<file path="config.mk">
export PLATFORM = sky130hd
export DESIGN_NAME = slide_insn_queue
export DESIGN_NICKNAME = d
export VERILOG_FILES = /design/src/slide_pkg.sv /design/src/slide_insn_queue.sv
export SDC_FILE = /design/constraint.sdc
export NUM_CORES = 1
export LEC_CHECK = 0
export BUFFER_PORTS_ARGS = -buffer_cell sky130_fd_sc_hd__buf_2
export CELL_PAD_IN_SITES_DETAIL_PLACEMENT = 2
export CELL_PAD_IN_SITES_GLOBAL_PLACEMENT = 2
export CORE_MARGIN = 3
export CORE_UTILIZATION = 25
export CTS_CLUSTER_DIAMETER = 200
export DETAILED_ROUTE_END_ITERATION = 10
export GPL_TIMING_DRIVEN = 0
export HOLD_SLACK_MARGIN = 0.1
export PLACE_DENSITY_LB_ADDON = 0.1
export SYNTH_ARGS = -nofsm -noshare
export SYNTH_HDL_FRONTEND = slang
export SYNTH_SLANG_ARGS = --single-unit
</file>
<file path="constraint.sdc">
create_clock -name clk_i -period 8.1 [get_ports clk_i]
set_input_delay 0.405 -clock clk_i [delete_from_list [all_inputs] [get_ports clk_i]]
set_output_delay 0.405 -clock clk_i [all_outputs]
set_load 0.02 [all_outputs]
</file>
<file path="src/slide_pkg.sv">
/* Slide unit package
   Shared lane widths, instruction and lane-write types and sizing constants
   used by every block of the vector slide unit */

`default_nettype none

package slide_pkg;

  // Bytes held by one lane word
  localparam int unsigned ElenBytes = 8;
  // Number of distinct instruction ids in flight
  localparam int unsigned NrVInsn   = 8;
  // Bytes per vector register, summed over all lanes
  localparam int unsigned VlenBytes = 128;

  typedef logic [8*ElenBytes-1:0]      elen_t;
  typedef logic [ElenBytes-1:0]        strb_t;
  typedef logic [$clog2(NrVInsn)-1:0]  vid_t;
  typedef logic [4:0]                  vreg_t;
  // Vector length and stride, in elements
  typedef logic [7:0]                  vl_t;
  // Byte counts and byte pointers inside a vector
  typedef logic [7:0]                  byte_cnt_t;
  typedef logic [8:0]                  vaddr_t;

  typedef enum logic [1:0] {
    EW8,
    EW16,
    EW32,
    EW64
  } sew_e;

  typedef enum logic {
    OP_SLIDEUP,
    OP_SLIDEDOWN
  } slide_op_e;

  // One slide instruction as issued by the sequencer
  typedef struct packed {
    vid_t      id;
    slide_op_e op;
    vreg_t     vd;
    vl_t       vl;
    sew_e      sew;
    vl_t       stride;
  } slide_req_t;

  // Write request towards one lane
  typedef struct packed {
    vid_t   id;
    vaddr_t addr;
    elen_t  wdata;
    strb_t  be;
  } lane_payload_t;

  // Element count scaled to bytes by the element width code
  function automatic byte_cnt_t to_bytes(vl_t n, sew_e sew);
    return byte_cnt_t'(n << sew);
  endfunction

endpackage

`default_nettype wire
</file>
<file path="src/slide_insn_queue.sv">
/* Slide instruction queue
   Ring of accepted slide instructions with accept, issue and commit phases.
   Counts retired result words of the committing instruction and pulses its done bit */

`timescale 1ns/1ns
`default_nettype none

module slide_insn_queue import slide_pkg::*; #(
  parameter int unsigned NrLanes = 4,
  parameter int unsigned Depth   = 2
) (
  input  logic               clk_i,
  input  logic               rst_ni,
  input  slide_req_t         req_i,
  input  logic               req_valid_i,
  output logic               req_ready_o,
  output slide_req_t         issue_req_o,
  output logic               issue_valid_o,
  input  logic               issue_done_i,
  input  logic               word_retired_i,
  output logic [NrVInsn-1:0] done_o
);

  localparam int unsigned PntWidth  = (Depth > 1) ? $clog2(Depth) : 1;
  // Bytes in one result word across all lanes
  localparam byte_cnt_t   WordBytes = byte_cnt_t'(NrLanes * ElenBytes);

  typedef logic [PntWidth-1:0] pnt_t;
  typedef logic [PntWidth:0]   cnt_t;

  slide_req_t [Depth-1:0] insn_q;
  pnt_t                   accept_pnt_q, issue_pnt_q, commit_pnt_q;
  // Instructions waiting for issue, and waiting for commit
  cnt_t                   issue_cnt_q, commit_cnt_q;
  // Result words already retired for the committing instruction
  byte_cnt_t              word_cnt_q;
  logic [NrVInsn-1:0]     done_q;

  logic       accept, commit;
  slide_req_t commit_req;
  byte_cnt_t  commit_bytes, commit_span, commit_words;
  byte_cnt_t  req_vl_bytes, req_stride_bytes;

  // Ring pointer increment with wrap at Depth
  function automatic pnt_t bump(pnt_t p);
    return (p == pnt_t'(Depth - 1)) ? '0 : p + 1'b1;
  endfunction

  // Ready while fewer than Depth instructions are held
  assign req_ready_o = (commit_cnt_q != cnt_t'(Depth));
  assign accept      = req_valid_i && req_ready_o;

  assign issue_req_o   = insn_q[issue_pnt_q];
  assign issue_valid_o = (issue_cnt_q != '0);

  // Result words of the committing instruction
  // Slide-up writes ceil(N/W), slide-down ceil((N-S)/W)
  assign commit_req   = insn_q[commit_pnt_q];
  assign commit_bytes = to_bytes(commit_req.vl, commit_req.sew);
  assign commit_span  = (commit_req.op == OP_SLIDEUP) ? commit_bytes :
                        commit_bytes - to_bytes(commit_req.stride, commit_req.sew);
  assign commit_words = (commit_span + WordBytes - 1'b1) / WordBytes;

  assign commit = (commit_cnt_q != '0) && word_retired_i &&
                  (word_cnt_q + 1 == commit_words);

  assign done_o = done_q;

  // Instruction storage
  always_ff @(posedge clk_i) begin
    if (accept) begin
      insn_q[accept_pnt_q] <= req_i;
    end
  end

  always_ff @(posedge clk_i or negedge rst_ni) begin
    if (!rst_ni) begin
      accept_pnt_q <= '0;
      issue_pnt_q  <= '0;
      commit_pnt_q <= '0;
      issue_cnt_q  <= '0;
      commit_cnt_q <= '0;
      word_cnt_q   <= '0;
      done_q       <= '0;
    end else begin
      // Done bits are single-cycle pulses
      done_q <= '0;
      if (commit) begin
        done_q[commit_req.id] <= 1'b1;
      end
      if (word_retired_i) begin
        word_cnt_q <= commit ? '0 : word_cnt_q + 1'b1;
      end
      if (accept) begin
        accept_pnt_q <= bump(accept_pnt_q);
      end
      if (issue_done_i) begin
        issue_pnt_q <= bump(issue_pnt_q);
      end
      if (commit) begin
        commit_pnt_q <= bump(commit_pnt_q);
      end
      issue_cnt_q  <= issue_cnt_q + cnt_t'(accept) - cnt_t'(issue_done_i);
      commit_cnt_q <= commit_cnt_q + cnt_t'(accept) - cnt_t'(commit);
    end
  end

  // Byte offset stays inside one word and inside the vector
  assign req_vl_bytes     = to_bytes(req_i.vl, req_i.sew);
  assign req_stride_bytes = to_bytes(req_i.stride, req_i.sew);

  a_stride_in_range : assert property (@(posedge clk_i) disable iff (!rst_ni)
    accept |-> (req_stride_bytes < WordBytes) && (req_stride_bytes < req_vl_bytes));

endmodule

`default_nettype wire

</file>
==> summary.txt, run 1 <==
Worst setup path
  • Slowest stage delay, CP: 520 ps
  • Number of logic stages on the critical path including buffering: 22
  • Largest fanout on the critical path: 10
  • Setup crit end kind: register
  • Dominant cell type by count on the critical path: sky130_fd_sc_hd__ha_1
  • Crit-path cells: buf_4 > buf_2 > clkbuf_1 > buf_1 > mux2i_1 > nor3_1 > ha_1 > inv_1 > fa_1 > and3_1 > o2111a_1 > a211oi_1 > a21boi_0 > o32a_1 > o22ai_1 > o31a_1 > nor2_1 > ha_1 > inv_1 > ha_1 > xnor2_1 > xnor2_1
  • Critical path data required time: 8360 ps
  • Slowest stage cell, crit path: sky130_fd_sc_hd__clkbuf_1
  • Worst Path Arrival: between 6000 and 7000 ps
  • Cell family with most CP delay: compound AO/OA/AOI/OAI gates
  • End of the critical path: commit_cnt_q[1]
  • FF-to-FF path depth: 22
  • Worst Path Class, Setup: reg2reg
  • Reg-to-reg slack, setup: 2320 ps
  • RR Endpoint: commit_cnt_q[1]
  • Worst setup path startpoint: commit_pnt_q
  • Count of buffer and inverter cells on the critical path: 6
  • Origin of the critical flop-to-flop path: commit_pnt_q
  • Setup crit start kind: register

Global routing
  • Number of global-route vias before repair: 3,610
  • First-pass GRT wire length: 19,700 µm
  • Maximum number of pins on one net before global-route repair: 28
  • Aggregate global routing overflow: 0
  • Initial antenna violation count: 0
  • Total GRT Usage: 13.7%

Clocking
  • Postcts setup bufs: 0
  • Clock buffer count from CTS: 9
  • CTS root buffer: sky130_fd_sc_hd__clkbuf_16
  • H-Tree Depth: 3
  • Cts repair resizes: 0
  • Maximum root-to-sink buffer count: 2
  • Insertion delay to the later sink of the worst-skew pair: ~350 ps
  • CTS clock-pin slew for the worst setup and hold paths: 70 ps
  • TritonCTS clock tree: done
  • Clk sink count: 77

Route
  • Routed wire per std cell: 18.3 µm
  • DRC: 0
  • Vias: roughly 3.2k
  • Vias per std cell: about 4.8
  • Antenna Violating Nets Remaining: 0
  • Number of detailed-route iterations in the first pass: 4
  • Violation count after the first detailed-route iteration: 134
  • Final routed wirelength across all metal layers: 12,200 µm

Placed design
  • Buffers on Ports: 67
  • Detailed placement HPWL: 9110 µm
  • Weighted congestion reported at the end of routability-driven placement: between 0.7 and 0.8
  • Post-DP Area: 4970 µm²

Floorplan
  • Initial Util: 25.8%
  • Number of top-level pins: 69
  • Total core area: 16,800 µm²
  • Die extent in y: between 100 and 150 µm
  • Site row count: 47
  • Die Span X: about 140 µm
  • Total die area: 18,900 µm²

Synthesis
  • Post-synthesis instance area: 4330 µm²
  • Top cell types by occurrence after synthesis: sky130_fd_sc_hd__edfxtp_1 (54), sky130_fd_sc_hd__mux2_2 (36), sky130_fd_sc_hd__nand2_1 (28)
  • Synth top area cells: sky130_fd_sc_hd__edfxtp_1 (37%), sky130_fd_sc_hd__dfrtp_1 (13%), sky130_fd_sc_hd__mux2_2 (9.4%)
  • Cell with the most instances after synthesis: sky130_fd_sc_hd__edfxtp_1
  • Portion of synthesized cell area occupied by the leading cell type: 37.4%
  • Number of enable flip-flop cells after synthesis: 54
  • Async set-reset flop share out of synthesis: 29.9%
  • Yosys synthesis warning count: 0
  • Synthesized area per cell: 12.0 µm²
  • Count of cell types in the netlist: between 50 and 60
  • Synth Register Bits: 77
  • Biggest area consumer among synthesized cells: sky130_fd_sc_hd__edfxtp_1
  • Gate Count Post-Synth: ~360
  • Number of nets produced by synthesis: 406
  • Prevailing post-synth register cell: sky130_fd_sc_hd__edfxtp_1
  • Sequential share of the synthesized area: between 50 and 60%

Final layout
  • Filler cell count in the final layout: 1,870
  • Post-route cell area: 5310 µm²
  • Finished Core Util: approximately a third
  • Synthesis-to-layout area growth: 22.5%
  • Ant diodes: 0
  • Final-stage net count: between 400 and 500
  • Fraction of final layout cells with drive strength greater than 1: between 20% and 30%

Pwr
  • Peak VDD IR: 0.141 mV
  • Internal power: 1.30 mW
  • Static Leakage: 2.13 nW
  • Portion of total power attributed to combinational logic: a little over half
  • Net switching share of the total power: between 40% and 50%
  • Switching component of the power: 994 µW
  • Part of the power in the clock network: approximately 20%
  • Pwr per Cell Area: 433 nW/µm²
  • Sequential Power Share: between 20% and 30%

Timing
  • Final setup vio count: 0
  • Actual slew at the worst max-slew pin: slightly below 800 ps
  • Final hold vios: 0
  • Portion of the clock cycle consumed by the worst path in the final layout: 71.4%
  • Total negative slack for setup checks: 0 ps
  • Count of pins over their slew limit: 0
  • Minimum clock period: 5780 ps
  • Clock Skew: between 10 and 15 ps
  • Max-Slew Margin vs Limit: 46.9%
  • RSZ-0062 raised after global routing: no
  • Highest Clock Rate: between 150 and 200 MHz

Run status
  • Run status: complete, no violations

Hold path
  • Start point of the worst hold path: req_i[18]
  • Worst min path class: in2reg

Run
  • Max-Cap Viols: 0
==> layout by cell type, fill, tap and decap left out, types with 3 or more instances in the layout <==
| cell type | instances |
|---|---|
| sky130_fd_sc_hd__and3_1 | 3 |
| sky130_fd_sc_hd__inv_1 | 8 |
| sky130_fd_sc_hd__edfxtp_1 | 54 |
| sky130_fd_sc_hd__mux2i_1 | 27 |
| sky130_fd_sc_hd__o21ai_0 | 12 |
| sky130_fd_sc_hd__mux4_2 | 5 |
| sky130_fd_sc_hd__nor4_1 | 7 |
| sky130_fd_sc_hd__nand2b_1 | 4 |
| sky130_fd_sc_hd__nor3_1 | 10 |
| sky130_fd_sc_hd__dfrtp_1 | 23 |
| sky130_fd_sc_hd__nand4_1 | 5 |
| sky130_fd_sc_hd__nand3_1 | 7 |
| sky130_fd_sc_hd__nor2_1 | 17 |
| sky130_fd_sc_hd__clkbuf_1 | 9 |
| sky130_fd_sc_hd__buf_2 | 70 |
| sky130_fd_sc_hd__ha_1 | 12 |
| sky130_fd_sc_hd__buf_1 | 3 |
| sky130_fd_sc_hd__clkbuf_16 | 9 |
| sky130_fd_sc_hd__mux2_2 | 36 |
| sky130_fd_sc_hd__o22ai_1 | 3 |
| sky130_fd_sc_hd__xnor2_1 | 13 |
| sky130_fd_sc_hd__nand2_1 | 28 |
| sky130_fd_sc_hd__xor2_1 | 6 |
| sky130_fd_sc_hd__a21oi_1 | 15 |
| sky130_fd_sc_hd__nor2b_1 | 4 |
| sky130_fd_sc_hd__a211oi_1 | 7 |
==> per-stage QoR <==
stage	setup WS [ps]	hold slack, ps	std cells	power, mW
global placement	2420	426	648	1.83
finish	2320	246	666	2.30
global route	1790	234	666	2.50
detailed placement	2260	439	649	1.87
CTS	2220	232	666	2.34
floorplan	3540	109	361	1.51
==> worst min-delay path by stage <==
stage | end | slack (ps) | cells past startpoint
finish | insn_q[45] | 250 | 1
global route | insn_q[13] | 230 | 1
CTS | insn_q[45] | 230 | 1
detailed placement | word_cnt_q[6] | 440 | 1
global placement | word_cnt_q[6] | 430 | 1
floorplan | accept_pnt_q | 110 | 0
==> kinds of logic (layout without fill, tap and decap cells) <==
family / count (synthesis) / count (layout) / synth area share, %
xor gates and xnor gates: 19 / 19 / 3.84
muxes: 69 / 69 / 18.5
adders and majority gates: 13 / 13 / 3.93
DFF: 77 / 77 / 50.7
AOI/OAI and AO/OA: 58 / 58 / 8.69
buffers and inverters: 23 / 108 / 2.17
and+or+nand+nor: 102 / 102 / 12.1
==> layout make-up <==
type	instances	area (µm²)	area share [%]
sequential	77	2200	41.4
buffer	15	63.8	1.20
clock buffer	10	229	4.32
tap	220	275	5.19
multi-input combinational	261	2050	38.6
inverter	8	30.0	0.566
timing repair buffer	69	365	6.89
clock inverter	6	95.1	1.79
==> sequential cells by signal (all words and copies together), names as in the netlist <==
name          count
issue_cnt_q       2
done_o            8
accept_pnt_q      1
issue_pnt_q       1
commit_pnt_q      1
word_cnt_q        8
insn_q           54
commit_cnt_q      2
==> power groups by stage <==
stage	clock network, mW	registers (mW)	logic (mW)
floorplan	0	0.589	0.916
global placement	0	0.613	1.21
detailed placement	0	0.615	1.25
CTS	0.471	0.608	1.27
global route	0.485	0.620	1.40
finish	0.453	0.605	1.24
==> what timing repair did <==
action | CTS | global route
endpoints found under the setup margin | 0 | 0
endpoints found under the hold margin | 23 | 0
hold buffers | 1 | 0
==> worst reg2reg max path, stage by stage, from the launching register on <==
cell and delay, ps:
sky130_fd_sc_hd__dfrtp_1 320, sky130_fd_sc_hd__buf_4 180, sky130_fd_sc_hd__buf_2 300, sky130_fd_sc_hd__clkbuf_1 520
sky130_fd_sc_hd__buf_1 430, sky130_fd_sc_hd__mux2i_1 210, sky130_fd_sc_hd__nor3_1 310, sky130_fd_sc_hd__ha_1 220
sky130_fd_sc_hd__inv_1 50, sky130_fd_sc_hd__fa_1 400, sky130_fd_sc_hd__and3_1 180, sky130_fd_sc_hd__o2111a_1 230
sky130_fd_sc_hd__a211oi_1 430, sky130_fd_sc_hd__a21boi_0 170, sky130_fd_sc_hd__o32a_1 180, sky130_fd_sc_hd__o22ai_1 260
sky130_fd_sc_hd__o31a_1 380, sky130_fd_sc_hd__nor2_1 90, sky130_fd_sc_hd__ha_1 280, sky130_fd_sc_hd__inv_1 40
sky130_fd_sc_hd__ha_1 180, sky130_fd_sc_hd__xnor2_1 190, sky130_fd_sc_hd__xnor2_1 140
==> per-layer routing <==
layer | routed length [µm] | vias to the layer above | GRT usage, %
met5 | 0 | - | 0
met4 | 106 | 0 | 3.16
met3 | 314 | 8 | 3.51
met2 | 6000 | 41 | 22.5
met1 | 5790 | 1640 | 18.1
li1 | - | 1539 | -
No activity file was read; power rests on OpenSTA's default activity.
==> run 2, diff against run 1 <==
--- a/config.mk
+++ b/config.mk
@@ -5,6 +5,7 @@
 export SDC_FILE = /design/constraint.sdc
 export NUM_CORES = 1
 export LEC_CHECK = 0
+export ABC_AREA = 1
 export BUFFER_PORTS_ARGS = -buffer_cell sky130_fd_sc_hd__buf_2
 export CELL_PAD_IN_SITES_DETAIL_PLACEMENT = 2
 export CELL_PAD_IN_SITES_GLOBAL_PLACEMENT = 2
==> constraint.sdc (replaced) <==
create_clock -name clk_i -period 4.7 [get_ports clk_i]
set_input_delay 0.235 -clock clk_i [delete_from_list [all_inputs] [get_ports clk_i]]
set_output_delay 0.235 -clock clk_i [all_outputs]
set_load 0.02 [all_outputs]
==> summary.txt, run 2 <==
Route
  • Final routed wirelength across all metal layers: 12,700 µm (+3.8%)
  • Routed length on met2: 6190 µm (+3.1%)
  • Vias per std cell: 4.44 (-8.3%)
  • Met3 routed wirelength: 300 µm (-4.5%)
  • Length of routed wiring on met1: 6030 µm (+4.3%)
  • Routed wire per std cell: 15.6 µm (-15%)
  • Number of detailed-route iterations in the first pass: 4 (unchanged)
  • Vias: 3,612 (+12%)
  • Violation count after the first detailed-route iteration: 78 (-42%)
  • DRC: 0 (unchanged)
  • Antenna Violating Nets Remaining: 0 (unchanged)
  • Uppermost signal routing layer after detailed routing: met4

Final layout
  • Synthesis-to-layout area growth: 28.8%
  • Max reg flops: 54 (unchanged)
  • Finished Core Util: 32.9% (+1.3 points)
  • Commonest non-fill, non-tap cell in the layout: sky130_fd_sc_hd__nand2_1
  • Filler cell count in the final layout: 1,878 (+0.43%)
  • Number of standard cells in the layout, taps in and fillers out: 813 (+22%)
  • Ant diodes: 0 (unchanged)
  • Register with the highest flop count: insn_q
  • Final-stage net count: 633 (+30%)
  • Top library cells by usage in the layout, fill and taps aside: sky130_fd_sc_hd__nand2_1 (151), sky130_fd_sc_hd__buf_2 (69), sky130_fd_sc_hd__edfxtp_1 (54)
  • Fraction of final layout cells with drive strength greater than 1: 21.8% (-8.1 points)

Worst setup path
  • Setup crit end kind: register
  • Reg-to-reg slack, setup: 620 ps (-1690 ps)
  • Setup crit start kind: register
  • RR Endpoint: commit_cnt_q[1]
  • Worst Path Class, Setup: reg2reg
  • Largest fanout on the critical path: 19 (+9)
  • FF-to-FF path depth: 24 (+9.1%)
  • Origin of the critical flop-to-flop path: commit_pnt_q
  • Critical path data required time: 4930 ps (-3430 ps)
  • Worst Path Arrival: 4310 ps (-1730 ps)

Timing
  • Minimum clock period: 4080 ps (-1710 ps)
  • Final hold vios: 0 (unchanged)
  • Actual slew at the worst max-slew pin: 949 ps (+174 ps)
  • Max-Slew Margin vs Limit: 36.6% (-10 points)
  • Total negative slack for setup checks: 0 ps (unchanged)
  • Portion of the clock cycle consumed by the worst path in the final layout: 86.7% (+15 points)
  • Final setup vio count: 0 (unchanged)
  • Clock Skew: 9.14 ps (-1.40 ps)
  • Count of pins over their slew limit: 0 (unchanged)
  • Final critical-path setup slack: 624 ps (-1690 ps)
  • RSZ-0062 raised after global routing: no
  • Highest Clock Rate: 245 MHz (+42%)

Synthesis
  • Number of enable flip-flop cells after synthesis: 54 (unchanged)
  • Prevailing post-synth register cell: sky130_fd_sc_hd__edfxtp_1
  • Gate Count Post-Synth: 481 (+33%)
  • Post-synthesis instance area: 4260 µm² (-1.8%)
  • Synth top area cells: sky130_fd_sc_hd__edfxtp_1 (38%), sky130_fd_sc_hd__dfrtp_1 (14%), sky130_fd_sc_hd__nand2_1 (13%)
  • Number of nets produced by synthesis: 526 (+30%)
  • Async set-reset flop share out of synthesis: 29.9% (unchanged)
  • Top cell types by occurrence after synthesis: sky130_fd_sc_hd__nand2_1 (151), sky130_fd_sc_hd__edfxtp_1 (54), sky130_fd_sc_hd__inv_1 (52)
  • Count of cell types in the netlist: 34 (-38%)
  • Cell with the most instances after synthesis: sky130_fd_sc_hd__nand2_1
  • Yosys synthesis warning count: 0 (unchanged)
  • Portion of synthesized cell area occupied by the leading cell type: 38.1% (+0.67 points)
  • Synthesized area per cell: 8.85 µm² (-26%)
  • Biggest area consumer among synthesized cells: sky130_fd_sc_hd__edfxtp_1
  • Sequential share of the synthesized area: 51.6% (+0.91 points)
  • Synth Register Bits: 77 (unchanged)

Floorplan
  • Total die area: 18,600 µm² (-1.7%)
  • Die extent in y: 136 µm (-0.85%)
  • Site row count: 47 (unchanged)
  • Initial Util: 25.6% (-0.28 points)
  • Total core area: 16,600 µm² (-0.70%)
  • Die Span X: 136 µm (-0.85%)
  • Number of top-level pins: 69 (unchanged)

Global routing
  • Total GRT Usage: 14.6% (+0.94 points)
  • Maximum number of pins on one net before global-route repair: 28 (unchanged)
  • Number of global-route vias before repair: 4,062 (+13%)
  • First-pass GRT wire length: 21,000 µm (+6.8%)
  • Aggregate global routing overflow: 0 (unchanged)
  • Initial antenna violation count: 0 (unchanged)

Clocking
  • Clock buffer count from CTS: 9 (unchanged)
  • Clk sink count: 77 (unchanged)
  • H-Tree Depth: 3 (unchanged)
  • CTS root buffer: sky130_fd_sc_hd__clkbuf_16
  • CTS clock-pin slew for the worst setup and hold paths: 70 ps (about the same)
  • Insertion delay to the later sink of the worst-skew pair: 340 ps (about the same)
  • TritonCTS clock tree: done
  • Maximum root-to-sink buffer count: 2 (unchanged)
  • Cts repair resizes: 0 (unchanged)

Pwr
  • Pwr per Cell Area: 754 nW/µm² (+74%)
  • Peak VDD IR: 0.271 mV (+92%)
  • Static Leakage: 2.52 nW (+19%)

Placed design
  • Placed Cells incl. Taps: 770 (+19%)
  • Weighted congestion reported at the end of routability-driven placement: 0.749 (+3.1%)
  • Pre-CTS setup slack: 295 ps (-1960 ps)
  • Detailed placement HPWL: 9590 µm (+5.3%)
  • Buffers on Ports: 68 (+1.5%)

Hold path
  • Start point of the worst hold path: issue_done_i
  • Worst min path class: in2reg
  • WHS Endpoint: issue_pnt_q
  • Worst Hold Depth: 2 (+1)

Run
  • Max-Cap Viols: 0 (unchanged)

Run status
  • Run status: complete, no violations
run 2: where the power goes:
| group | leakage (nW) | switching, mW | internal, mW |
|---|---|---|---|
| combinational | 1.58 | 1.59 | 0.831 |
| sequential | 0.798 | 0.0868 | 0.917 |
| clock | 0.149 | 0.305 | 0.398 |
| total | 2.52 | 1.99 | 2.15 |
run 2: per-layer routing:
layer | vias to the layer above | GRT usage [%]
met2 | 49 | 24.8
met3 | 12 | 2.48
li1 | 1787 | -
met4 | 0 | 4.03
met1 | 1764 | 19.3
met5 | - | 0
run 2: worst max-delay path, cell delays in order, from the launching register on:
cell                      delay (ps)
sky130_fd_sc_hd__dfrtp_1         370
sky130_fd_sc_hd__buf_6           150
sky130_fd_sc_hd__buf_2           240
sky130_fd_sc_hd__o21ai_0         380
sky130_fd_sc_hd__o21ai_0         170
sky130_fd_sc_hd__or2_2           340
sky130_fd_sc_hd__fa_1            470
sky130_fd_sc_hd__nand3_1         100
sky130_fd_sc_hd__nand2_1          70
sky130_fd_sc_hd__xnor2_1         150
sky130_fd_sc_hd__nand2_1          60
sky130_fd_sc_hd__nand2_1         120
sky130_fd_sc_hd__nand3_2         110
sky130_fd_sc_hd__nand2_2         100
sky130_fd_sc_hd__nand2_1          70
sky130_fd_sc_hd__nand2_1          70
sky130_fd_sc_hd__nand2_1          50
sky130_fd_sc_hd__nand2_1          70
sky130_fd_sc_hd__inv_2            70
sky130_fd_sc_hd__nand2_2         130
sky130_fd_sc_hd__inv_1            60
sky130_fd_sc_hd__ha_1            270
sky130_fd_sc_hd__inv_1            40
sky130_fd_sc_hd__ha_1            180
sky130_fd_sc_hd__xnor2_1         120
run 2: area by class of cell:
class	count	area [µm²]	share of cell area [%]
Clock buffer	10	250	4.57
Multi-Input combinational cell	333	1770	32.2
Sequential cell	77	2200	40.1
Clock inverter	6	48.8	0.890
Timing Repair Buffer	97	641	11.7
Tap cell	220	275	5.02
Buffer	14	91.3	1.67
Inverter	56	213	3.88
run 2: worst max path at each step:
stage	from	endpoint	slack, ps	cells past startpoint
floorplan	commit_pnt_q	commit_cnt_q[1]	1110	25
global placement	commit_pnt_q	commit_cnt_q[0]	420	25
detailed placement	commit_pnt_q	commit_cnt_q[1]	300	26
CTS	commit_pnt_q	commit_cnt_q[1]	260	26
global route	commit_pnt_q	commit_cnt_q[1]	180	23
finish	commit_pnt_q	commit_cnt_q[1]	620	24
run 2: timing repair:
action	4_1_cts	5_1_grt
endpoints found under the hold margin	77	0
hold buffers	28	0
endpoints found under the setup margin	0	2
buffers inserted	0	0
run 2: cell families after synthesis:
group                    Yosys count  synth area share (%)
adder cells (fa/ha/maj)           13                  4.00
flip-flops                        77                  51.6
AND/OR/NAND/NOR                  243                  24.8
buffers and inverters             71                  7.23
AO/OA/AOI/OAI                     51                  6.23
XOR/XNOR                          14                  2.88
multiplexers                      12                  3.18
run 2: per-stage QoR:
stage | hold slack, ps | area [µm²] | power [mW]
CTS | 102 | 5490 | 4.23
global placement | 249 | 4870 | 3.39
detailed placement | 256 | 4910 | 3.48
global route | 127 | 5480 | 4.57
finish | 104 | 5480 | 4.13
floorplan | -60.6 | 4260 | 2.74
