## src/slide_pkg.sv

```systemverilog
/* Slide unit package
   Shared lane widths, instruction and lane-write types and sizing constants
   used by every block of the vector slide unit */

`default_nettype none

package slide_pkg;

  // Bytes held by one lane word
  localparam int unsigned ElenBytes = 8;
  // Number of distinct instruction ids in flight
  localparam int unsigned NrVInsn   = 8;
  // Bytes per vector register, summed over all lanes
  localparam int unsigned VlenBytes = 128;

  typedef logic [8*ElenBytes-1:0]      elen_t;
  typedef logic [ElenBytes-1:0]        strb_t;
  typedef logic [$clog2(NrVInsn)-1:0]  vid_t;
  typedef logic [4:0]                  vreg_t;
  // Vector length and stride, in elements
  typedef logic [7:0]                  vl_t;
  // Byte counts and byte pointers inside a vector
  typedef logic [7:0]                  byte_cnt_t;
  typedef logic [8:0]                  vaddr_t;

  typedef enum logic [1:0] {
    EW8,
    EW16,
    EW32,
    EW64
  } sew_e;

  typedef enum logic {
    OP_SLIDEUP,
    OP_SLIDEDOWN
  } slide_op_e;

  // One slide instruction as issued by the sequencer
  typedef struct packed {
    vid_t      id;
    slide_op_e op;
    vreg_t     vd;
    vl_t       vl;
    sew_e      sew;
    vl_t       stride;
  } slide_req_t;

  // Write request towards one lane
  typedef struct packed {
    vid_t   id;
    vaddr_t addr;
    elen_t  wdata;
    strb_t  be;
  } lane_payload_t;

  // Element count scaled to bytes by the element width code
  function automatic byte_cnt_t to_bytes(vl_t n, sew_e sew);
    return byte_cnt_t'(n << sew);
  endfunction

endpackage

`default_nettype wire
```

## src/slide_result_queue.sv

```systemverilog
/* Slide result buffer
   Ring of result words with one valid bit per lane. Lanes are granted
   independently and an entry retires once every lane has taken its write */

`timescale 1ns/1ns
`default_nettype none

module slide_result_queue import slide_pkg::*; #(
  parameter int unsigned NrLanes = 4,
  parameter int unsigned Depth   = 2
) (
  input  logic                        clk_i,
  input  logic                        rst_ni,
  input  logic                        push_i,
  input  lane_payload_t [NrLanes-1:0] push_word_i,
  output logic                        full_o,
  output logic          [NrLanes-1:0] result_req_o,
  output lane_payload_t [NrLanes-1:0] result_o,
  input  logic          [NrLanes-1:0] result_gnt_i,
  output logic                        word_retired_o
);

  localparam int unsigned PntWidth = (Depth > 1) ? $clog2(Depth) : 1;

  typedef logic [PntWidth-1:0] pnt_t;
  typedef logic [PntWidth:0]   cnt_t;

  lane_payload_t [Depth-1:0][NrLanes-1:0] entry_q;
  // Lanes still waiting to take each entry
  logic          [Depth-1:0][NrLanes-1:0] valid_d, valid_q;
  pnt_t                                   wr_pnt_q, rd_pnt_q;
  cnt_t                                   cnt_q;
  // Head lanes that remain unserved after this cycle's grants
  logic          [NrLanes-1:0]            pending;

  function automatic pnt_t bump(pnt_t p);
    return (p == pnt_t'(Depth - 1)) ? '0 : p + 1'b1;
  endfunction

  assign full_o = (cnt_q == cnt_t'(Depth));

  // Head entry drives the lane requests
  assign result_req_o = valid_q[rd_pnt_q];
  assign result_o     = entry_q[rd_pnt_q];

  assign pending        = valid_q[rd_pnt_q] & ~result_gnt_i;
  assign word_retired_o = (cnt_q != '0) && (pending == '0);

  always_comb begin
    valid_d           = valid_q;
    valid_d[rd_pnt_q] = pending;
    // New word asks every lane
    if (push_i) begin
      valid_d[wr_pnt_q] = '1;
    end
  end

  always_ff @(posedge clk_i) begin
    if (push_i) begin
      entry_q[wr_pnt_q] <= push_word_i;
    end
  end

  always_ff @(posedge clk_i or negedge rst_ni) begin
    if (!rst_ni) begin
      valid_q  <= '0;
      wr_pnt_q <= '0;
      rd_pnt_q <= '0;
      cnt_q    <= '0;
    end else begin
      valid_q <= valid_d;
      if (push_i) begin
        wr_pnt_q <= bump(wr_pnt_q);
      end
      if (word_retired_o) begin
        rd_pnt_q <= bump(rd_pnt_q);
      end
      cnt_q <= cnt_q + cnt_t'(push_i) - cnt_t'(word_retired_o);
    end
  end

  // Lanes only grant a pending request
  a_gnt_needs_req : assert property (@(posedge clk_i) disable iff (!rst_ni)
    (result_gnt_i & ~result_req_o) == '0);

  // Pushes stop while every entry is taken
  a_no_push_when_full : assert property (@(posedge clk_i) disable iff (!rst_ni)
    push_i |-> !full_o);

endmodule

`default_nettype wire

```

## config.mk

```make
export PLATFORM = sky130hd
export DESIGN_NAME = slide_result_queue
export DESIGN_NICKNAME = d
export VERILOG_FILES = /design/src/slide_pkg.sv /design/src/slide_result_queue.sv
export SDC_FILE = /design/constraint.sdc
export NUM_CORES = 1
export LEC_CHECK = 0
export BUFFER_PORTS_ARGS = -buffer_cell sky130_fd_sc_hd__buf_2
export CORE_AREA = 2 2 264 266
export CTS_CLUSTER_DIAMETER = 50
export DETAILED_ROUTE_END_ITERATION = 10
export DIE_AREA = 0 0 266 268
export HOLD_SLACK_MARGIN = 0.06
export PLACE_DENSITY_LB_ADDON = 0.05
export SLEW_MARGIN = 5
export SYNTH_ARGS = -nofsm -noshare
export SYNTH_HDL_FRONTEND = slang
export SYNTH_SLANG_ARGS = --single-unit
```

## constraint.sdc

```tcl
create_clock -name clk_i -period 8.67 [get_ports clk_i]
set_input_delay 2.1675 -clock clk_i [delete_from_list [all_inputs] [get_ports clk_i]]
set_output_delay 2.1675 -clock clk_i [all_outputs]
set_load 0.01 [all_outputs]
```

==> impl_metrics.env, run 1 <==
export IMPL_outcome="completed"
export IMPL_grt_start_max_net_pins=156
export IMPL_p_int_w=0.00782
export IMPL_chipWidth_um=266
export IMPL_setup_violations=0
export IMPL_flow_area_growth_from_synthesis_pct=29.5
export IMPL_firstDrtPassIters=4
export IMPL_power_switching_share=0.296
export IMPL_power_frac_clock=0.313
export IMPL_grt_usage=0.173
export IMPL_synth_top_area_share=0.816
export IMPL_fin_nets=2186
export IMPL_sequentialPowerShare=0.413
export IMPL_fp_coreArea_um2=68200
export IMPL_clock_latency_ns=0.61
export IMPL_final_cell_area_excluding_filler_cells_um2=32000
export IMPL_detail_route_iter0_violations=717
export IMPL_hold_viol_final=0
export IMPL_cts_repair_timing_setup_buffer_count=0
export IMPL_synth_area_leaders="sky130_fd_sc_hd__edfxtp_1 (82%), sky130_fd_sc_hd__mux2_2 (15%), sky130_fd_sc_hd__dfrtp_1 (1.2%)"
export IMPL_clock_tree_root_cell="sky130_fd_sc_hd__clkbuf_16"
export IMPL_route_final_wire_length_mm=64.4
export IMPL_postLayoutCoreUtil=0.469
export IMPL_place_worst_setup_slack_ns=3.23
export IMPL_post_detailed_placement_cell_area_um2=29200
export IMPL_p_per_area_nw_per_um2=347
export IMPL_finalCritPeriodShare=0.626
export IMPL_ioPinCount=685
export IMPL_critPathRequiredTime_ns=6.50
export IMPL_initial_utilization=0.362
export IMPL_core_rowCount=96
export IMPL_cts_htree_levels=3
export IMPL_cell_area_after_synthesis_um2=24700
export IMPL_final_critical_path_setup_slack_ns=3.25
export IMPL_buffer_ports_inserted=684
export IMPL_critPathLaunchType="primary input"
export IMPL_crit_arrival_ns=3.26
export IMPL_fmax_mhz=184
export IMPL_setup_repair_after_global_routing_missed_its_margin="no"
export IMPL_worstPathMaxFanout=3
export IMPL_slew_headroom=0.255
export IMPL_timing_final_crit_period_ns=5.42
export IMPL_clk_pin_slew_ns=0.05
export IMPL_cts_tree="built"
export IMPL_min_path_type="reg2reg"
export IMPL_final_setup_tns_ns=0
export IMPL_worst_case_clock_buffer_depth=3
export IMPL_tritoncts_num_buffers=85
export IMPL_final_hold_worst_slack_ns=0.477
export IMPL_crit_path_end_kind="primary output"
export IMPL_synthDominantAreaCellType="sky130_fd_sc_hd__edfxtp_1"
export IMPL_antenna_left=0
export IMPL_synthesis_area_per_instance_um2=22.4
export IMPL_drive_gt1_frac=0.607
export IMPL_syn_nets=1448
export IMPL_detail_route_vias_per_cell=4.66
export IMPL_first_pass_grt_wire_length_mm=89.2
export IMPL_via_count=13104
export IMPL_design_die_area_um2=71300
export IMPL_finClkSkew_ns=0.0223
export IMPL_cap_violations=0
export IMPL_dieHeight_um=268
export IMPL_first_global_vias=13454
export IMPL_pwr_share_comb=0.273
export IMPL_worst_slew_pin_slew_ns=1.12
export IMPL_synthesis_instances=1103
export IMPL_critical_path_class="in2out"
export IMPL_place_gp_congestion=0.781
export IMPL_grt_antenna_before_repair=40
export IMPL_post_cts_repair_resize_count=0
export IMPL_post_synth_num_cell_types=17
export IMPL_ys_warns=0
export IMPL_synth_yosys_seq_area_share=0.828
export IMPL_grt_ovfl_total=0
export IMPL_timing_final_max_slew_violations=0
export IMPL_route_detailed_wl_per_inst_um=22.9
export IMPL_vdd_drop_max_uv=240
export IMPL_power_switching_w=0.00328
export IMPL_clkSinkCount=684
export IMPL_dpl_hpwl_mm=43.6
export IMPL_drcViolationCount=0
export IMPL_postCtsHoldBufs=0
export IMPL_p_leak_nw=12.0
export IMPL_yosys_register_bits=684
critical path: stages:
cell and delay (ns):
sky130_fd_sc_hd__buf_2 0.09, sky130_fd_sc_hd__inv_1 0.05, sky130_fd_sc_hd__a222oi_1 0.45, sky130_fd_sc_hd__o211a_1 0.29, sky130_fd_sc_hd__buf_2 0.21
stage by stage:
step | instances | total power [W]
6_report | 2812 | 0.0111
5_1_grt | 2805 | 0.0116
4_1_cts | 2792 | 0.0113
3_5_place_dp | 2636 | 0.00777
3_3_place_gp | 2636 | 0.00776
2_1_floorplan | 1103 | 0.00653
synthesized netlist by cell type, drive strengths merged:
master  number
buf         37
inv          8
a222oi       1
nand2b       1
ha           2
xnor2        2
nand2       18
clkbuf       2
edfxtp     672
dfrtp       12
o21ai        4
xor2         2
o211a        1
nor2b        1
mux2       340
cells by family (layout without fill, tap and decap cells):
group	after synthesis	in the layout	share of synthesized area
compound gates	6	6	0.00162
xor+xnor	4	4	0.00142
fa+ha+maj	2	2	0.00101
buf+inv	47	854	0.00926
flops	684	684	0.828
mux	340	340	0.155
other cells	0	20	0
simple gates	20	20	0.00324
layer usage:
layer  vias to the layer above  routed length [um]  GRT usage
li1                       5934                   -          -
met1                      6573               22400      0.180
met2                       442               33700      0.302
met3                       121                6230     0.0785
met4                        34                1830     0.0753
met5                         -                 210          0
state kept, by name, indices dropped and copies added, names as in the netlist:
register,cells
valid_q,8
wr_pnt_q,1
cnt_q,2
rd_pnt_q,1
entry_q,672
cell usage in the layout, fill, tap and decap left out, types with 8 or more instances in the layout:
| cell | Yosys | final |
|---|---|---|
| sky130_fd_sc_hd__mux2_2 | 339 | 339 |
| sky130_fd_sc_hd__edfxtp_1 | 672 | 672 |
| sky130_fd_sc_hd__clkbuf_16 | 0 | 86 |
| sky130_fd_sc_hd__clkbuf_1 | 2 | 16 |
| sky130_fd_sc_hd__clkinv_1 | 0 | 13 |
| sky130_fd_sc_hd__bufinv_16 | 0 | 10 |
| sky130_fd_sc_hd__inv_6 | 0 | 9 |
| sky130_fd_sc_hd__diode_2 | 0 | 20 |
| sky130_fd_sc_hd__buf_2 | 36 | 684 |
| sky130_fd_sc_hd__dfrtp_1 | 12 | 11 |
| sky130_fd_sc_hd__clkinvlp_4 | 0 | 8 |
| sky130_fd_sc_hd__clkinv_2 | 0 | 10 |
| sky130_fd_sc_hd__nand2_1 | 18 | 18 |
area by class of cell:
class / instances / area (um^2)
clock buffers: 102 / 2210
flip-flops and latches: 684 / 20500
multi-input cells: 372 / 4010
well taps: 882 / 1100
fillers: 6018 / 36200
clock inverters: 54 / 583
inverters: 8 / 37.5
diodes: 20 / 50.0
repair buffers: 690 / 3540
power by group through the flow:
stage / Clock [W] / Combinational [W] / Sequential [W]
2_1_floorplan: 0 / 0.00184 / 0.00469
3_5_place_dp: 0 / 0.00310 / 0.00467
6_report: 0.00348 / 0.00303 / 0.00459
5_1_grt: 0.00371 / 0.00325 / 0.00466
4_1_cts: 0.00358 / 0.00312 / 0.00460
3_3_place_gp: 0 / 0.00312 / 0.00464
final timing paths:
path                            cells after the start                 start  slack, ns              endpoint
worst min register to register                      2  valid_q[5]$_DFF_PN0_       0.48  valid_q[5]$_DFF_PN0_
worst max register to register                      8  rd_pnt_q$_DFFE_PN0P_       5.56    cnt_q[1]$_DFF_PN0_
worst min-delay path                                2  valid_q[5]$_DFF_PN0_       0.48  valid_q[5]$_DFF_PN0_
worst max-delay path                                5       result_gnt_i[2]       3.25        word_retired_o
max in group asynchronous                           1                rst_ni       6.98  rd_pnt_q$_DFFE_PN0P_
min in group asynchronous                           1                rst_ni       1.44    cnt_q[0]$_DFF_PN0_
(Power assumes the default switching activity.)
==> run 2: changes to the inputs <==
ABC_AREA = 1   (was unset)
CORE_AREA = 2 2 267 269   (was 2 2 264 266)
DIE_AREA = 0 0 269 271   (was 0 0 266 268)
clock period = 5.01 ns   (was 8.67 ns; I/O delays follow)
==> run 2 against run 1 <==
Net effect:
- critical path depth stayed put
- first-iteration DRC count is 54% higher
- flip-flop and latch count stayed put
- total power is 62% higher
- clock skew is 0.0062 ns lower
- worst hold slack better by 0.025 ns
- synthesized cell count is 66% higher
- die area is 2.3% higher
- wire length is 13% higher
- count of clock-buffer cells in the layout is 3 higher
- non-clock buffer count is 18 higher
- via count is 24% higher
- critical endpoint is now result_o[46]
- largest power group unchanged
==> impl_metrics.env, run 2 <==
export IMPL_detail_route_vias_per_cell=4.53
export IMPL_core_rowCount=97
export IMPL_register_with_the_highest_flop_count="entry_q"
export IMPL_cap_violations=0
export IMPL_grt_ovfl_total=0
export IMPL_first_global_vias=16171
export IMPL_synth_area_leaders="sky130_fd_sc_hd__edfxtp_1 (80%), sky130_fd_sc_hd__nand2_1 (15%), sky130_fd_sc_hd__buf_6 (2.5%)"
export IMPL_reg_top3="entry_q (672), valid_q (8), cnt_q (2)"
export IMPL_cts_tree="built"
export IMPL_layout_commonest_cell="sky130_fd_sc_hd__nand2_1"
export IMPL_timing_final_max_slew_violations=0
export IMPL_synth_cells_most_frequent="sky130_fd_sc_hd__nand2_1 (1,032), sky130_fd_sc_hd__edfxtp_1 (672), sky130_fd_sc_hd__buf_6 (56), sky130_fd_sc_hd__inv_1 (17), sky130_fd_sc_hd__dfrtp_1 (12)"
export IMPL_cts_htree_levels=3
export IMPL_clock_latency_ns=0.61
export IMPL_post_cts_repair_resize_count=0
export IMPL_cell_area_after_synthesis_um2=25300
export IMPL_p_per_area_nw_per_um2=555
export IMPL_synth_most_common_cell="sky130_fd_sc_hd__nand2_1"
export IMPL_yosys_most_used_dff="sky130_fd_sc_hd__edfxtp_1"
export IMPL_crit_path_end_kind="primary output"
export IMPL_first_pass_grt_wire_length_mm=103
export IMPL_antenna_left=0
export IMPL_grt_antenna_before_repair=46
export IMPL_worstPathMaxFanout=120
export IMPL_drive_gt1_frac=0.320
export IMPL_ys_warns=0
export IMPL_setup_violations=0
export IMPL_outcome="completed"
export IMPL_finalCritPeriodShare=0.832
export IMPL_hold_viol_final=0
export IMPL_fp_coreArea_um2=69800
export IMPL_postCtsHoldBufs=0
export IMPL_synth_top_area_share=0.797
export IMPL_critPathLaunchType="register"
export IMPL_post_synth_num_cell_types=19
export IMPL_firstDrtPassIters=7
export IMPL_design_die_area_um2=72900
export IMPL_critPathRequiredTime_ns=3.76
export IMPL_fmax_mhz=240
export IMPL_dpl_hpwl_mm=49.8
export IMPL_crit_arrival_ns=2.91
export IMPL_initial_utilization=0.363
export IMPL_buffer_ports_inserted=684
export IMPL_vdd_drop_max_uv=395
export IMPL_flow_area_growth_from_synthesis_pct=28.3
export IMPL_setup_repair_after_global_routing_missed_its_margin="no"
export IMPL_synthDominantAreaCellType="sky130_fd_sc_hd__edfxtp_1"
export IMPL_clkSinkCount=684
export IMPL_slew_headroom=0.304
export IMPL_route_detailed_wl_per_inst_um=20.3
export IMPL_place_gp_congestion=0.836
export IMPL_dieHeight_um=271
export IMPL_clk_pin_slew_ns=0.06
export IMPL_timing_final_crit_period_ns=4.17
export IMPL_synth_yosys_seq_area_share=0.809
export IMPL_grt_usage=0.194
export IMPL_max_reg_flops=672
export IMPL_worst_case_clock_buffer_depth=3
export IMPL_cts_repair_timing_setup_buffer_count=0
export IMPL_syn_nets=2180
export IMPL_number_of_synthesized_flops_with_an_enable_pin=672
export IMPL_final_setup_tns_ns=0
export IMPL_fin_nets=2899
export IMPL_tritoncts_num_buffers=85
export IMPL_route_final_wire_length_mm=72.7
export IMPL_drcViolationCount=0
export IMPL_finalPower_w=0.0180
export IMPL_critical_path_class="reg2out"
export IMPL_detail_route_iter0_violations=1105
export IMPL_synthesis_area_per_instance_um2=13.8
export IMPL_via_count=16188
export IMPL_min_path_type="reg2reg"
export IMPL_chipWidth_um=269
export IMPL_synthesis_instances=1835
export IMPL_p_leak_nw=14.0
export IMPL_worst_slew_pin_slew_ns=1.04
export IMPL_yosys_register_bits=684
export IMPL_grt_start_max_net_pins=162
export IMPL_asyncSetResetFlopFracSynth=0.0175
export IMPL_fillerInstances=6383
export IMPL_most_common_layout_cells="sky130_fd_sc_hd__nand2_1 (1,032), sky130_fd_sc_hd__buf_2 (684), sky130_fd_sc_hd__edfxtp_1 (672), sky130_fd_sc_hd__clkbuf_16 (87), sky130_fd_sc_hd__clkbuf_1 (18)"
export IMPL_ioPinCount=685
export IMPL_finClkSkew_ns=0.0161
export IMPL_clock_tree_root_cell="sky130_fd_sc_hd__clkbuf_16"
==> run 2: stage by stage <==
stage / util / hold slack [ns] / area [um^2] / worst slack [ns] / instances
5_1_grt: 0.465 / 0.518 / 32500 / 0.636 / 3573
3_5_place_dp: 0.424 / 0.487 / 29600 / 1.46 / 3407
4_1_cts: 0.465 / 0.491 / 32400 / 0.779 / 3555
6_report: 0.466 / 0.501 / 32500 / 0.843 / 3577
2_1_floorplan: - / 0.463 / 25300 / -1.98 / 1835
3_3_place_gp: 0.424 / 0.480 / 29600 / 1.48 / 3407
==> run 2: layout make-up <==
type / instances / area (um^2) / share of cell area
Clock inverter: 43 / 592 / 0.0182
Tap cell: 940 / 1180 / 0.0362
Multi-Input combinational cell: 1057 / 4030 / 0.124
Inverter: 18 / 91.3 / 0.00281
Clock buffer: 105 / 2240 / 0.0691
Timing Repair Buffer: 708 / 3820 / 0.117
Sequential cell: 684 / 20500 / 0.630
Antenna cell: 22 / 55.1 / 0.00169
==> run 2: cells by family (layout without fill, tap and decap cells) <==
logic type      after synthesis  count (layout)  share of synthesized area
compound gates               10              10                    0.00207
fa+ha+maj                     2               2                   0.000988
flops                       684             684                      0.809
simple gates               1043            1043                      0.155
buf+inv                      94             874                     0.0324
xor+xnor                      2               2                   0.000692
other cells                   0              22                          0
==> run 2: path summary, 6_finish.rpt <==
kind	from	to	slack [ns]	depth (start not counted)
max	rd_pnt_q$_DFFE_PN0P_	result_o[46]	0.84	5
min	valid_q[5]$_DFF_PN0_	valid_q[5]$_DFF_PN0_	0.50	2
max reg2reg	rd_pnt_q$_DFFE_PN0P_	cnt_q[1]$_DFF_PN0_	2.24	12
min reg2reg	valid_q[5]$_DFF_PN0_	valid_q[5]$_DFF_PN0_	0.50	2
max in group asynchronous	rst_ni	rd_pnt_q$_DFFE_PN0P_	4.22	1
min in group asynchronous	rst_ni	cnt_q[0]$_DFF_PN0_	0.52	1
==> run 2: routing by layer <==
metal,wire [um],global-route usage
met5,296,0
met4,2850,0.0925
met1,26000,0.211
met2,37000,0.331
met3,6550,0.0755
==> run 2: critical path: stages (launching register included) <==
cell	delay (ns)
sky130_fd_sc_hd__dfrtp_4	0.70
sky130_fd_sc_hd__inv_8	0.56
sky130_fd_sc_hd__buf_12	0.42
sky130_fd_sc_hd__nand2_1	0.09
sky130_fd_sc_hd__nand2_1	0.10
sky130_fd_sc_hd__buf_2	0.14
==> run 2: power breakdown <==
part / total, W / internal (W) / switching (W) / leakage [nW]
registers: 0.00699 / 0.00682 / 0.000173 / 6.44
clock network: 0.00615 / 0.00385 / 0.00230 / 1.38
logic: 0.00488 / 0.00154 / 0.00334 / 6.14
==> run 3: changes to the inputs <==
ABC_AREA = 0   (was 1)
CORE_AREA = 2 2 269 271   (was 2 2 267 269)
DIE_AREA = 0 0 271 273   (was 0 0 269 271)
clock period = 3.5 ns   (was 5.01 ns; I/O delays follow)
==> run 3 against run 2 <==
Net effect:
- wire length fell by 10%
- clock power rose by 43%
- largest power group unchanged
- largest cell class unchanged
- sequential share of layout area barely moved
- clock skew fell by 0.0022 ns
- critical endpoint is now result_o[203]
==> impl_metrics.env, run 3 (synthesis results as in run 1) <==
export IMPL_hold_viol_final=0
export IMPL_detail_route_iter0_violations=507
export IMPL_final_critical_path_setup_slack_ns=0.0857
export IMPL_slew_headroom=0.533
export IMPL_flow_area_growth_from_synthesis_pct=31.4
export IMPL_initial_utilization=0.348
export IMPL_cpPeakStageDelay_ns=0.50
export IMPL_register_with_the_highest_flop_count="entry_q"
export IMPL_cts_repair_timing_setup_buffer_count=0
export IMPL_clock_latency_ns=0.63
export IMPL_layout_commonest_cell="sky130_fd_sc_hd__buf_2"
export IMPL_buffer_ports_inserted=684
export IMPL_critical_path_class="reg2out"
export IMPL_grt_ovfl_total=0
export IMPL_critPathSlowestCell="sky130_fd_sc_hd__dfrtp_4"
export IMPL_timing_critical_path_buf_inv=3
export IMPL_first_global_vias=13801
export IMPL_dieHeight_um=273
export IMPL_via_count=13107
export IMPL_postCtsHoldBufs=0
export IMPL_critPathRequiredTime_ns=2.62
export IMPL_most_common_layout_cells="sky130_fd_sc_hd__buf_2 (684), sky130_fd_sc_hd__edfxtp_1 (672), sky130_fd_sc_hd__mux2_2 (339), sky130_fd_sc_hd__clkbuf_16 (91), sky130_fd_sc_hd__nand2_1 (17)"
export IMPL_grt_usage=0.171
export IMPL_setup_repair_after_global_routing_missed_its_margin="no"
export IMPL_crit_path_end_kind="primary output"
export IMPL_fp_coreArea_um2=71000
export IMPL_crit_arrival_ns=2.54
export IMPL_clk_pin_slew_ns=0.06
export IMPL_p_leak_nw=12.2
export IMPL_fmax_mhz=293
export IMPL_cap_violations=0
export IMPL_cp_top_family="buffers and inverters"
export IMPL_tritoncts_num_buffers=90
export IMPL_detail_route_vias_per_cell=4.51
export IMPL_r2r_start="rd_pnt_q$_DFFE_PN0P_"
export IMPL_timing_final_max_slew_violations=0
export IMPL_route_detailed_wl_per_inst_um=22.6
export IMPL_route_final_wire_length_mm=65.5
export IMPL_min_path_type="in2async"
export IMPL_r2r_slack_ns=1.16
export IMPL_grt_start_max_net_pins=98
export IMPL_finalCritPeriodShare=0.976
export IMPL_final_setup_tns_ns=0
export IMPL_worstSetupEndpoint="result_o[203]"
export IMPL_cts_htree_levels=3
export IMPL_core_rowCount=98
export IMPL_design_die_area_um2=74000
export IMPL_r2r_cells=8
export IMPL_crit_path_start="rd_pnt_q$_DFFE_PN0P_"
export IMPL_outcome="completed"
export IMPL_drive_gt1_frac=0.616
export IMPL_ioPinCount=685
export IMPL_finClkSkew_ns=0.0139
export IMPL_clock_tree_root_cell="sky130_fd_sc_hd__clkbuf_16"
export IMPL_critical_path_depth=4
export IMPL_chipWidth_um=271
export IMPL_antenna_left=0
export IMPL_first_pass_grt_wire_length_mm=91.9
export IMPL_vdd_drop_max_uv=526
export IMPL_max_reg_flops=672
export IMPL_crit_path_cell_trace="buf_12, buf_4, mux2_2, buf_2"
export IMPL_setup_violations=0
export IMPL_clkSinkCount=684
export IMPL_worst_case_clock_buffer_depth=3
export IMPL_fin_nets=2213
export IMPL_dpl_hpwl_mm=46.1
export IMPL_firstDrtPassIters=5
export IMPL_critical_path_reg2reg_endpoint="cnt_q[1]$_DFF_PN0_"
export IMPL_worst_slew_pin_slew_ns=0.701
export IMPL_timing_final_crit_period_ns=3.41
export IMPL_p_per_area_nw_per_um2=857
export IMPL_place_gp_congestion=0.794
export IMPL_grt_antenna_before_repair=29
export IMPL_place_worst_setup_slack_ns=0.667
export IMPL_placed_cells_incl_taps=2726
export IMPL_finalNonFillerCells=2903
export IMPL_reg_top3="entry_q (672), valid_q (8), cnt_q (2)"
export IMPL_drcViolationCount=0
export IMPL_critPathLaunchType="register"
export IMPL_worstPathMaxFanout=83
export IMPL_cts_tree="built"
run 3: changes by cell type in the layout (fill, tap and decap cells not counted), sizes merged, moves of 2 or more:
cell,before,now
and2,2,0
mux2,0,340
diode,22,9
buf,708,712
nand3,4,0
clkbuf,105,107
nand2,1033,18
clkinvlp,4,15
nor2,3,0
clkinv,21,34
bufinv,13,5
o21ai,8,4
inv,23,15
run 3: worst min-delay path by stage:
stage | from | to | slack (ns)
2_1_floorplan | valid_q[4]$_DFF_PN0_ | valid_q[4]$_DFF_PN0_ | 0.44
3_3_place_gp | valid_q[5]$_DFF_PN0_ | valid_q[5]$_DFF_PN0_ | 0.46
3_5_place_dp | valid_q[7]$_DFF_PN0_ | valid_q[7]$_DFF_PN0_ | 0.47
4_1_cts | rst_ni | valid_q[3]$_DFF_PN0_ | 0.1
5_1_grt | rst_ni | valid_q[3]$_DFF_PN0_ | 0.11
6_report | rst_ni | valid_q[3]$_DFF_PN0_ | 0.13
run 3: final cells by class:
| cell class | count | area, um^2 |
|---|---|---|
| Fill cell | 6362 | 38500 |
| Sequential cell | 684 | 20500 |
| Antenna cell | 9 | 22.5 |
| Clock buffer | 107 | 2340 |
| Timing Repair Buffer | 712 | 3790 |
| Multi-Input combinational cell | 372 | 4040 |
| Inverter | 8 | 37.5 |
| Clock inverter | 61 | 581 |
| Tap cell | 950 | 1190 |
run 3: layer usage:
layer | track usage | part of all wire | routed length [um]
met1 | 0.181 | 0.35 | 23000
met2 | 0.301 | 0.52 | 34300
met3 | 0.0765 | 0.097 | 6340
met5 | 0 | 0.0030 | 199
met4 | 0.0605 | 0.025 | 1670
run 3: metrics by stage:
stage	hold slack [ns]	util	power, W	instance area (um^2)
3_5_place_dp	0.465	0.416	0.0194	29500
2_1_floorplan	0.439	-	0.0162	24800
5_1_grt	0.115	0.457	0.0292	32500
3_3_place_gp	0.459	0.416	0.0194	29500
6_report	0.135	0.457	0.0278	32500
4_1_cts	0.0975	0.457	0.0284	32400
run 3: power breakdown:
| group | total (W) | leakage (nW) | internal (W) | switching (W) |
|---|---|---|---|---|
| clock | 0.00878 | 1.39 | 0.00522 | 0.00356 |
| combinational | 0.00787 | 4.36 | 0.00336 | 0.00451 |
| sequential | 0.0112 | 6.44 | 0.0109 | 0.000319 |
run 3: worst reg2reg max path: cells and delay by family, from the launching register on:
kind | cells | cell delay [ns]
compound gates | 2 | 0.69
xor+xnor | 2 | 0.27
fa+ha+maj | 2 | 0.38
buf+inv | 1 | 0.05
flops | 1 | 0.54
mux | 1 | 0.32
run 3: what timing repair did:
action                                  CTS  global route
endpoints found under the hold margin     0             0
endpoints found under the setup margin    0             2
resized for setup                         0             1
